[src/verilog/vga_pkg.sv]
package vga_pkg;

    // Horizontal timing in pixels, 640x480 at 60 Hz
    localparam logic [9:0] H_ACTIVE = 10'd640;
    localparam logic [9:0] H_FRONT  = 10'd16;
    localparam logic [9:0] H_SYNC   = 10'd96;
    localparam logic [9:0] H_BACK   = 10'd48;
    localparam logic [9:0] H_TOTAL  = 10'd800;

    // Vertical timing in lines
    localparam logic [9:0] V_ACTIVE = 10'd480;
    localparam logic [9:0] V_FRONT  = 10'd10;
    localparam logic [9:0] V_SYNC   = 10'd2;
    localparam logic [9:0] V_BACK   = 10'd33;
    localparam logic [9:0] V_TOTAL  = 10'd525;

    // Two bits each of red, green, blue
    typedef logic [5:0] pixel_t;

    // Current scan position plus visible-area flag
    typedef struct packed {
        logic [9:0] col;
        logic [9:0] row;
        logic       active;   // High inside 640x480
    } pixel_pos_t;

endpackage

[src/verilog/game_pkg.sv]
package game_pkg;

    import vga_pkg::*;

    typedef enum logic {
        PLAYING,
        WON
    } frog_state_e;

    // Same bit order as the board's button bundle
    typedef struct packed {
        logic right;
        logic up;
        logic down;
        logic left;
    } dpad_t;

    // Top-left corner of the frog square
    typedef struct packed {
        logic [9:0] x;
        logic [9:0] y;
    } frog_pos_t;

    // Layer colours
    localparam pixel_t FROG_COLOR  = 6'b001100;   // Green
    localparam pixel_t GOAL_COLOR  = 6'b000011;   // Blue
    localparam pixel_t ROAD_COLOR  = 6'b010101;   // Grey
    localparam pixel_t GRASS_COLOR = 6'b000100;   // Dark green

    // First row of the road band
    localparam logic [9:0] ROAD_TOP = 10'd224;

endpackage

[src/verilog/vga_timing.sv]
`timescale 1ns/1ns

module vga_timing (
    input  logic                clk,
    input  logic                rst_n,
    output vga_pkg::pixel_pos_t pixel_pos,
    output logic                hsync,
    output logic                vsync
);

    import vga_pkg::*;

    localparam logic [9:0] hsync_start = H_ACTIVE + H_FRONT;
    localparam logic [9:0] hsync_end   = H_ACTIVE + H_FRONT + H_SYNC;
    localparam logic [9:0] vsync_start = V_ACTIVE + V_FRONT;
    localparam logic [9:0] vsync_end   = V_ACTIVE + V_FRONT + V_SYNC;

    logic [9:0] col;
    logic [9:0] row;
    logic       col_wrap;
    logic       row_wrap;
    logic       hsync_pulse;
    logic       vsync_pulse;

    assign col_wrap = (col == H_TOTAL - 10'd1);
    assign row_wrap = (row == V_TOTAL - 10'd1);

    always_ff @(posedge clk) begin
        if (!rst_n) begin
            col <= '0;
            row <= '0;
        end else begin
            if (col_wrap) begin
                col <= '0;
                // Row steps once per line
                if (row_wrap) begin
                    row <= '0;
                end else begin
                    row <= row + 10'd1;
                end
            end else begin
                col <= col + 10'd1;
            end
        end
    end

    // Counter view, not registered
    assign pixel_pos.col    = col;
    assign pixel_pos.row    = row;
    assign pixel_pos.active = (col < H_ACTIVE) && (row < V_ACTIVE);

    assign hsync_pulse = (col >= hsync_start) && (col < hsync_end);
    assign vsync_pulse = (row >= vsync_start) && (row < vsync_end);

    // One cycle late so the syncs line up with the registered layer colours
    always_ff @(posedge clk) begin
        if (!rst_n) begin
            hsync <= 1'b1;
            vsync <= 1'b1;
        end else begin
            hsync <= ~hsync_pulse;   // Active low
            vsync <= ~vsync_pulse;
        end
    end

endmodule

[src/verilog/frog_ctrl.sv]
`timescale 1ns/1ns

module frog_ctrl #(
    parameter int init_x    = 320,
    parameter int init_y    = 448,
    parameter int frog_size = 32
) (
    input  logic               clk,
    input  logic               rst_n,
    input  game_pkg::dpad_t    dpad,
    output game_pkg::frog_pos_t frog_pos,
    output logic               reached_end
);

    import vga_pkg::*;
    import game_pkg::*;

    localparam logic [9:0]  step       = 10'(frog_size);
    localparam logic [10:0] double_step = {step, 1'b0};
    localparam frog_pos_t   start_pos  = '{x: 10'(init_x), y: 10'(init_y)};

    dpad_t       dpad_q;      // Buttons after one register
    dpad_t       dpad_prev;   // Previous sample for edge detection
    dpad_t       press;       // Rising edges, one cycle wide
    logic        any_press;
    frog_state_e state;
    frog_pos_t   move_pos;

    always_ff @(posedge clk) begin
        if (!rst_n) begin
            dpad_q    <= '0;
            dpad_prev <= '0;
            press     <= '0;
        end else begin
            dpad_q    <= dpad;
            dpad_prev <= dpad_q;
            press     <= dpad_t'(dpad_q & ~dpad_prev);
        end
    end

    assign any_press = |press;

    // Target position for the winning press, bounds checked
    always_comb begin
        move_pos = frog_pos;
        if (press.up) begin
            if (frog_pos.y >= step) begin
                move_pos.y = frog_pos.y - step;
            end
        end else if (press.down) begin
            if ({1'b0, frog_pos.y} + double_step <= {1'b0, V_ACTIVE}) begin
                move_pos.y = frog_pos.y + step;
            end
        end else if (press.left) begin
            if (frog_pos.x >= step) begin
                move_pos.x = frog_pos.x - step;
            end
        end else if (press.right) begin
            if ({1'b0, frog_pos.x} + double_step <= {1'b0, H_ACTIVE}) begin
                move_pos.x = frog_pos.x + step;
            end
        end
    end

    always_ff @(posedge clk) begin
        if (!rst_n) begin
            state    <= PLAYING;
            frog_pos <= start_pos;
        end else if (any_press) begin
            case (state)
                PLAYING: begin
                    frog_pos <= move_pos;
                    if (move_pos.y == '0) begin
                        state <= WON;   // Top row reached
                    end
                end
                WON: begin
                    // Any press starts a new round
                    frog_pos <= start_pos;
                    state    <= PLAYING;
                end
                default: state <= PLAYING;
            endcase
        end
    end

    assign reached_end = (state == WON);

endmodule

[src/verilog/frog_gen.sv]
`timescale 1ns/1ns

module frog_gen #(
    parameter int frog_size = 32
) (
    input  logic                clk,
    input  logic                rst_n,
    input  vga_pkg::pixel_pos_t pixel_pos,
    input  game_pkg::frog_pos_t frog_pos,
    output vga_pkg::pixel_t     color
);

    import game_pkg::*;

    localparam logic [10:0] size = 11'(frog_size);

    logic [10:0] x_end;   // One past the right edge
    logic [10:0] y_end;   // One past the bottom edge
    logic        in_x;
    logic        in_y;

    assign x_end = {1'b0, frog_pos.x} + size;
    assign y_end = {1'b0, frog_pos.y} + size;

    assign in_x = (pixel_pos.col >= frog_pos.x) && ({1'b0, pixel_pos.col} < x_end);
    assign in_y = (pixel_pos.row >= frog_pos.y) && ({1'b0, pixel_pos.row} < y_end);

    always_ff @(posedge clk) begin
        if (!rst_n) begin
            color <= '0;
        end else if (pixel_pos.active && in_x && in_y) begin
            color <= FROG_COLOR;
        end else begin
            color <= '0;   // Transparent
        end
    end

endmodule

[src/verilog/window_grid.sv]
`timescale 1ns/1ns

module window_grid #(
    parameter int frog_size = 32
) (
    input  logic                clk,
    input  logic                rst_n,
    input  vga_pkg::pixel_pos_t pixel_pos,
    output vga_pkg::pixel_t     color
);

    import game_pkg::*;

    // Strip is one frog tall so a frog in row 0 sits inside it
    localparam logic [9:0] strip_rows = 10'(frog_size);

    logic in_strip;
    logic on_post;

    assign in_strip = pixel_pos.active && (pixel_pos.row < strip_rows);

    // Posts every 64 columns
    assign on_post = (pixel_pos.col[5:0] == 6'd0);

    always_ff @(posedge clk) begin
        if (!rst_n) begin
            color <= '0;
        end else if (in_strip && !on_post) begin
            color <= GOAL_COLOR;
        end else begin
            color <= '0;
        end
    end

endmodule

[src/verilog/background.sv]
`timescale 1ns/1ns

module background (
    input  logic                clk,
    input  logic                rst_n,
    input  vga_pkg::pixel_pos_t pixel_pos,
    output vga_pkg::pixel_t     color
);

    import vga_pkg::*;
    import game_pkg::*;

    // Road stops one frog row above the bottom, leaving the start lane as grass
    localparam logic [9:0] road_end = V_ACTIVE - 10'd32;

    logic on_road;

    assign on_road = (pixel_pos.row >= ROAD_TOP) && (pixel_pos.row < road_end);

    // Lowest layer, so this is where the picture gets blanked
    always_ff @(posedge clk) begin
        if (!rst_n) begin
            color <= '0;
        end else if (!pixel_pos.active) begin
            color <= '0;
        end else if (on_road) begin
            color <= ROAD_COLOR;
        end else begin
            color <= GRASS_COLOR;
        end
    end

endmodule

[src/verilog/frogger_top.sv]
`timescale 1ns/1ns

module frogger_top #(
    parameter int init_x    = 320,
    parameter int init_y    = 448,   // Bottom lane
    parameter int frog_size = 32
) (
    input  logic                clk,   // 25 MHz pixel clock
    input  logic                rst_n,
    input  logic                button_up,
    input  logic                button_down,
    input  logic                button_left,
    input  logic                button_right,
    output logic                hsync,
    output logic                vsync,
    output vga_pkg::pixel_t     color,
    output game_pkg::frog_pos_t frog_pos,
    output logic                reached_end
);

    import vga_pkg::*;
    import game_pkg::*;

    pixel_pos_t pixel_pos;
    dpad_t      dpad;
    pixel_t     frog_color;
    pixel_t     goal_color;
    pixel_t     bg_color;

    assign dpad = '{right: button_right, up: button_up, down: button_down, left: button_left};

    vga_timing u_vga_timing (
        .clk       (clk),
        .rst_n     (rst_n),
        .pixel_pos (pixel_pos),
        .hsync     (hsync),
        .vsync     (vsync)
    );

    frog_ctrl #(
        .init_x    (init_x),
        .init_y    (init_y),
        .frog_size (frog_size)
    ) u_frog_ctrl (
        .clk         (clk),
        .rst_n       (rst_n),
        .dpad        (dpad),
        .frog_pos    (frog_pos),
        .reached_end (reached_end)
    );

    frog_gen #(
        .frog_size (frog_size)
    ) u_frog_gen (
        .clk       (clk),
        .rst_n     (rst_n),
        .pixel_pos (pixel_pos),
        .frog_pos  (frog_pos),
        .color     (frog_color)
    );

    window_grid #(
        .frog_size (frog_size)
    ) u_window_grid (
        .clk       (clk),
        .rst_n     (rst_n),
        .pixel_pos (pixel_pos),
        .color     (goal_color)
    );

    background u_background (
        .clk       (clk),
        .rst_n     (rst_n),
        .pixel_pos (pixel_pos),
        .color     (bg_color)
    );

    // Frog over goal strip over background, zero means transparent
    always_comb begin
        if (frog_color != '0) begin
            color = frog_color;
        end else if (goal_color != '0) begin
            color = goal_color;
        end else begin
            color = bg_color;
        end
    end

endmodule

[config.mk]
export PLATFORM = sky130hd
export DESIGN_NAME = frogger_top
export DESIGN_NICKNAME = d
export VERILOG_FILES = /design/src/verilog/vga_pkg.sv /design/src/verilog/game_pkg.sv /design/src/verilog/vga_timing.sv /design/src/verilog/frog_ctrl.sv /design/src/verilog/frog_gen.sv /design/src/verilog/window_grid.sv /design/src/verilog/background.sv /design/src/verilog/frogger_top.sv
export SDC_FILE = /design/constraint.sdc
export NUM_CORES = 1
export LEC_CHECK = 0
export ABC_AREA = 1
export BUFFER_PORTS_ARGS = -buffer_cell sky130_fd_sc_hd__clkbuf_2
export CAP_MARGIN = 20
export CORE_UTILIZATION = 50
export CTS_CLUSTER_SIZE = 20
export DETAILED_ROUTE_END_ITERATION = 12
export PLACE_DENSITY_LB_ADDON = 0.05
export SLEW_MARGIN = 5
export SYNTH_ARGS = -nofsm -noshare
export SYNTH_HDL_FRONTEND = slang
export SYNTH_HIERARCHICAL = 1
export SYNTH_SLANG_ARGS = --single-unit
[constraint.sdc]
create_clock -name clk -period 3.1 [get_ports clk]
set_input_delay 0.155 -clock clk [delete_from_list [all_inputs] [get_ports clk]]
set_output_delay 0.155 -clock clk [all_outputs]
set_load 0.01 [all_outputs]
; ---- After elaboration in Yosys (flattened, before gate mapping)
; Cells that the tools add are included.
[totals]
regBits = 73
inputBits = 6
wordCells = 100
[classes]
n_lt_le_gt_ge = 17
mux = 19
bitwise = 6
n_eq_ne = 7
reduce_logical = 19
n_addsub = 10
[op_table]
columns = cell, n
row1 = $mux 10, 11
row2 = $pmux 20 s2, 1
row3 = $lt 10x9->1 const B, 3
row4 = $add 10x6->11 const B, 2
row5 = $add 10x7->11 const B, 2
row6 = $lt 10x11->1, 2
row7 = $add 10x1->10 const B, 2
row8 = $add 10x6->10 const B, 2
row9 = $eq 10x10->1 const B, 2
row10 = $ge 10x10->1, 2
row11 = $ge 10x6->1 const B, 2
row12 = $lt 10x10->1 const B, 2
row13 = $sub 10x6->10 const B, 2
row14 = $mux 6, 2
row15 = $reduce_bool 6->1, 2
row16 = $le 11x10->1 const B, 1
row17 = $le 11x9->1 const B, 1
row18 = $ge 10x10->1 const B, 1
row19 = $ge 10x8->1 const B, 1
row20 = $ge 10x9->1 const B, 1
row21 = $logic_and 1x1->1, 10
row22 = $logic_not 10->1, 1
row23 = $lt 10x6->1 const B, 1
row24 = $logic_not 6->1, 1
row25 = other kinds (16), 21

; ---- Depth between registers and ports, before layout
[logic_depth]
ltp_word = 8
mapped_depth = 15
depth_no_buf = 15

; ---- Cells and area by module
; Netlist, hierarchy kept.
[modules_own_cells]
columns = module, instances, area_each_um2, cells_each, seq_area_each_um2
row1 = frog_ctrl, 1, 1584.0, 226, 460.4
row2 = vga_timing, 1, 1204.9, 183, 440.4
row3 = frog_gen, 1, 1098.6, 184, 20.0
row4 = frogger_top, 1, 190.2, 42, 0.0
row5 = window_grid, 1, 123.9, 23, 20.0
row6 = background, 1, 111.4, 16, 40.0

; ---- Worst setup path after synthesis
; No wires, ideal clock.
[synth_path]
path_type = flip-flop to flip-flop
from = reg, netlist name u_frog_ctrl/frog_pos[6]
to = reg, netlist name u_frog_ctrl/frog_pos[8]
t_arrival_ns = 1.825
synth_period_minus_slack_ns = 1.948
stages_incl_launch_ff = 15
path_slack_ns = 1.152
setup_time_ns = 0.123
n_path_buf = 0
path_cell_list = dfxtp_1 inv_1 ha_1 nand2_2 nand2_1 nor2_1 nand3_1 nand2_2 inv_1 o21ai_0 nand2_1 inv_1 nand2_1 a21oi_1 o21ai_0
[synth_via]
elab_chain_len = 6
word_cells_on_any_way = 10
classes_between = 3 x add/sub / 2 x order compare / 5 x mux
[synth_lines]
columns = item, line_no
row1 = $add 10x7->11, frog_ctrl.sv:51  ; if ({1'b0, frog_pos.y} + double_step <= {1'b0, V_ACTIVE}) begin
row2 = $le 11x9->1, frog_ctrl.sv:51
row3 = $mux 10, frog_ctrl.sv:51
row4 = $mux 10, frog_ctrl.sv:50  ; end else if (press.down) begin
row5 = $mux 10 (*), frog_ctrl.sv:46  ; if (press.up) begin
row6 = $pmux 20 s2 (*), frog_ctrl.sv:70  ; case (state)
; Every way passes the cells marked *; elsewhere a longest branch is shown, timed or not.
; A chain may end at the register's enable or synchronous reset.

; ---- Worst setup path in the final report
[layout_path]
from = reg, netlist name u_frog_ctrl/frog_pos[6]
to = reg u_frog_ctrl.state (netlist: u_frog_ctrl/reached_end)
[layout_via]
elab_chain_len = 8
word_cells_on_any_way = 12
classes_between = 3 x add/sub / 2 x order compare / 6 x mux / 1 x reduce/logical
[layout_lines]
columns = item, line_no
row1 = $add 10x7->11, frog_ctrl.sv:51
row2 = $le 11x9->1, frog_ctrl.sv:51
row3 = $mux 10, frog_ctrl.sv:51
row4 = $mux 10, frog_ctrl.sv:50
row5 = $mux 10 (*), frog_ctrl.sv:46
row6 = $logic_not 10->1 (*), frog_ctrl.sv:73  ; if (move_pos.y == '0) begin
row7 = $mux 1 (*), frog_ctrl.sv:73
row8 = $pmux 1 s2 (*), frog_ctrl.sv:70
row9 = "end signal, assigned", frog_ctrl.sv:67  ; state <= PLAYING;
row10 = "end signal, assigned", frog_ctrl.sv:74  ; state <= WON;
row11 = "end signal, assigned", frog_ctrl.sv:80  ; state <= PLAYING;
row12 = "end, declared", frog_ctrl.sv:26  ; frog_state_e state;
; Marks and branches as above.

==> results_dict.tcl <==
set metrics [dict create \
    status "finished, final reports clean" \
    cts.sinks 49 \
    synth_cell_types 38 \
    start_util_pct 51.97 \
    r2r_cells 13 \
    syn_inst 674 \
    crit_type "reg -> reg" \
    dp_cells 791 \
    power_density_nw_per_um2 329.1 \
    drv_slew 0 \
    layout.cells.non_filler 799 \
    r2r_start "u_frog_ctrl/frog_pos[6]$_SDFFE_PN1N_" \
    synth_compound_area_share_pct 6.963 \
    placementRows 33 \
    cts_tree "built" \
    setup_slack_ps 896.2 \
    grt_pass1_vias 3395 \
    grt_max_degree 20 \
    synth_edf_count 0 \
    yosys_warnings 6 \
    fin_skew_ps 5.189 \
    dp_slack_ps 916.3 \
    ir_worst_vdd_mv 0.2171 \
    nets 749 \
    synth-async-reset-ratio_pct 0 \
    port_buffers 23 \
    max_cap_violations 0 \
    synthesis.area_um2 4313 \
    ant_nets 0 \
    vias_per_cell 4.902 \
    fin_crit_sh_pct 71.09 \
    core_area_um2 8299 \
    hold_violations 0 \
    seq_area_frac_synth_pct 22.74 \
    design_area_um2 4531 \
    yosys-mux-area-fraction_pct 0 \
    fin_crit_ps 2204 \
    clk_pin_slew_ps 100 \
    gr-total-overflow 0 \
    synth_area_leaders "dfxtp_1 (23%), nand2_1 (16%), ha_1 (15%)" \
    cts_made_buffers 5 \
    ys_ff_latch 49 \
    hold_end "u_frog_ctrl/dpad_q[1]$_SDFF_PN0_" \
    antenna_found_initial 0 \
    setup_viol 0 \
    end_kind "flip-flop" \
    clk-insertion-delay-late_ps 300 \
    hp-class "in -> reg" \
    dr.max_layer_used "met4" \
    cts_setup_buffers 0 \
    htreeDepth 2 \
    timing.hold.ws_ps 21.68 \
    dieArea_um2 9001 \
    die_x_um 94.88 \
    met3WireLength_um 285 \
    n_antenna_cell 0 \
    clockBufferDepth 2 \
    leakage_nw 2.341 \
    die_y_um 94.88 \
    ioPinCount 35 \
    gp_congestion 0.9047 \
    hold_depth 3 \
    hpwl_um 6839 \
    cp_max_fo 10 \
    wl_met1_um 4449 \
    drt-initial-drc-count 197 \
    synth_xor_area_share_pct 3.249 \
    yosys.area.top_type_share_pct 22.74 \
    start_kind "flip-flop" \
    synth-simple-area-share_pct 36.64 \
    grt.total_usage_pct 20.84 \
    drive_above_1_share_pct 8.934 \
    wl_per_cell_um 11.07 \
    rsz0062_at_grt "false" \
    drt_pre_antenna_iters 6 \
    synth.avg_cell_area_um2 6.399 \
    remaining_drc_errors 0 \
    post_cts_resized 0 \
    dr_wl_met2_um 4076 \
    hp-start "button_down" \
    synthAdderAreaFrac_pct 14.51 \
    cp_data_required_time_ps 3350 \
    holdBufCountCts 0 \
    synth_top_area_cell "dfxtp_1" \
    grt_pass1_wl_um 15020 \
    arrival_ps 2450 \
    worstReg2RegEnd "u_frog_ctrl/reached_end$_SDFFE_PN0N_" \
    fin_tns_setup_ps 0 \
    root_buffer "clkbuf_8" \
    max_freq_ghz 0.4538 \
    ys.flop_type "dfxtp_1" \
    r2r_slack_ps 900 \
    dpl_cell_area_um2 4414 \
    synth_top_family_by_area "simple AND/OR/NAND/NOR gates" \
    area_growth_pct 5.048 \
    wl_um 8848 \
    vias 3917 \
]
registers in the layout, indices dropped and copies added (netlist names):
signal,flops
u_frog_ctrl/press,4
u_vga_timing/vsync,1
u_vga_timing/hsync,1
u_frog_ctrl/dpad_prev,4
u_frog_ctrl/dpad_q,4
u_vga_timing/col,10
u_vga_timing/row,10
u_background/color,2
u_frog_ctrl/frog_pos,10
u_frog_gen/color,1
u_frog_ctrl/reached_end,1
u_window_grid/color,1
final cells by class:
type,count,area (µm²)
fill,849,3769
clock buffer,5,68.82
multi-input combinational,492,2725
tap,105,131.4
inverter,121,454.2
timing repair buffer,24,122.6
clock inverter,3,47.55
sequential,49,980.9
power by group:
part / switching, W / internal [W] / leakage [nW]
clock network: 0.000237 / 0.000247 / 0.0591
registers: 0.0000506 / 0.000653 / 0.400
logic: 0.000189 / 0.000115 / 1.88
cell usage after synthesis, types with 5 or more instances:
library cell and instances:
nand2_1 179, inv_1 116, nor2_1 67, ha_1 50
dfxtp_1 49, nand3_1 44, a21oi_1 34, buf_4 24
nand4_1 23, xor2_1 12, o21ai_0 9, nand2_2 8
nor3_1 7, nand3_2 5, nor2_2 5
layer usage:
layer	track usage (%)	up-vias
li1	-	2120
met1	27.84	1721
met2	35.25	74
met3	2.738	2
met4	5.177	0
met5	0	-
worst max path at each step:
stage	start	endpoint	slack, ps
3_5_place_dp	u_frog_ctrl/frog_pos[15]$_SDFFE_PN0P_	u_frog_gen/color[2]$_SDFF_PN0_	920
4_1_cts	u_frog_ctrl/frog_pos[15]$_SDFFE_PN0P_	u_frog_gen/color[2]$_SDFF_PN0_	890
6_report	u_frog_ctrl/frog_pos[6]$_SDFFE_PN1N_	u_frog_ctrl/reached_end$_SDFFE_PN0N_	900
5_1_grt	u_frog_ctrl/frog_pos[7]$_SDFFE_PN1N_	u_frog_ctrl/reached_end$_SDFFE_PN0N_	640
2_1_floorplan	u_frog_ctrl/frog_pos[6]$_SDFFE_PN1N_	u_frog_ctrl/frog_pos[8]$_SDFFE_PN1N_	1150
3_3_place_gp	u_frog_ctrl/frog_pos[15]$_SDFFE_PN0P_	u_frog_gen/color[2]$_SDFF_PN0_	920
cell usage in the layout, fill, tap and decap left out, drive strengths merged:
cell     instances
o21bai           1
nand2          187
ha              50
nor3             7
clkbuf          28
conb            21
o211ai           2
a21oi           36
xnor2            4
o31ai            1
bufinv           1
nand4           24
or2              3
inv            121
clkinv           2
dfxtp           49
buf              1
nand3b           2
nor4             2
o21ai           10
nand3           49
nor2            76
a21o             2
o21a             1
xor2            12
nor3b            1
o2111ai          1
metrics by stage:
step                      utilization, %  power [W]
after floorplan                        -  0.0009664
after CTS                          54.59   0.001511
after global routing               54.59   0.001593
final                              54.59   0.001491
after detailed placement           53.19   0.001019
after global placement             53.19   0.001014
critical path, cell delays in order (launching register included):
cell and delay [ps]:
dfxtp_1 560, inv_1 220, ha_1 260, nand2_2 70
nand2_1 40, nor2_1 150, nand3_1 170, o21ai_0 190
nand2_1 100, inv_1 60, nand2_1 40, nor2_1 80
nand3_1 90, a21oi_2 110
cell families (layout without fill, tap and decap cells):
family	Yosys count	count (layout)
flip-flops	49	49
AO/OA/AOI/OAI	54	54
XOR/XNOR	16	16
AND/OR/NAND/NOR	351	351
adder cells (fa/ha/maj)	50	50
other	4	21
buffers and inverters	150	153
(Power assumes the default switching activity.)
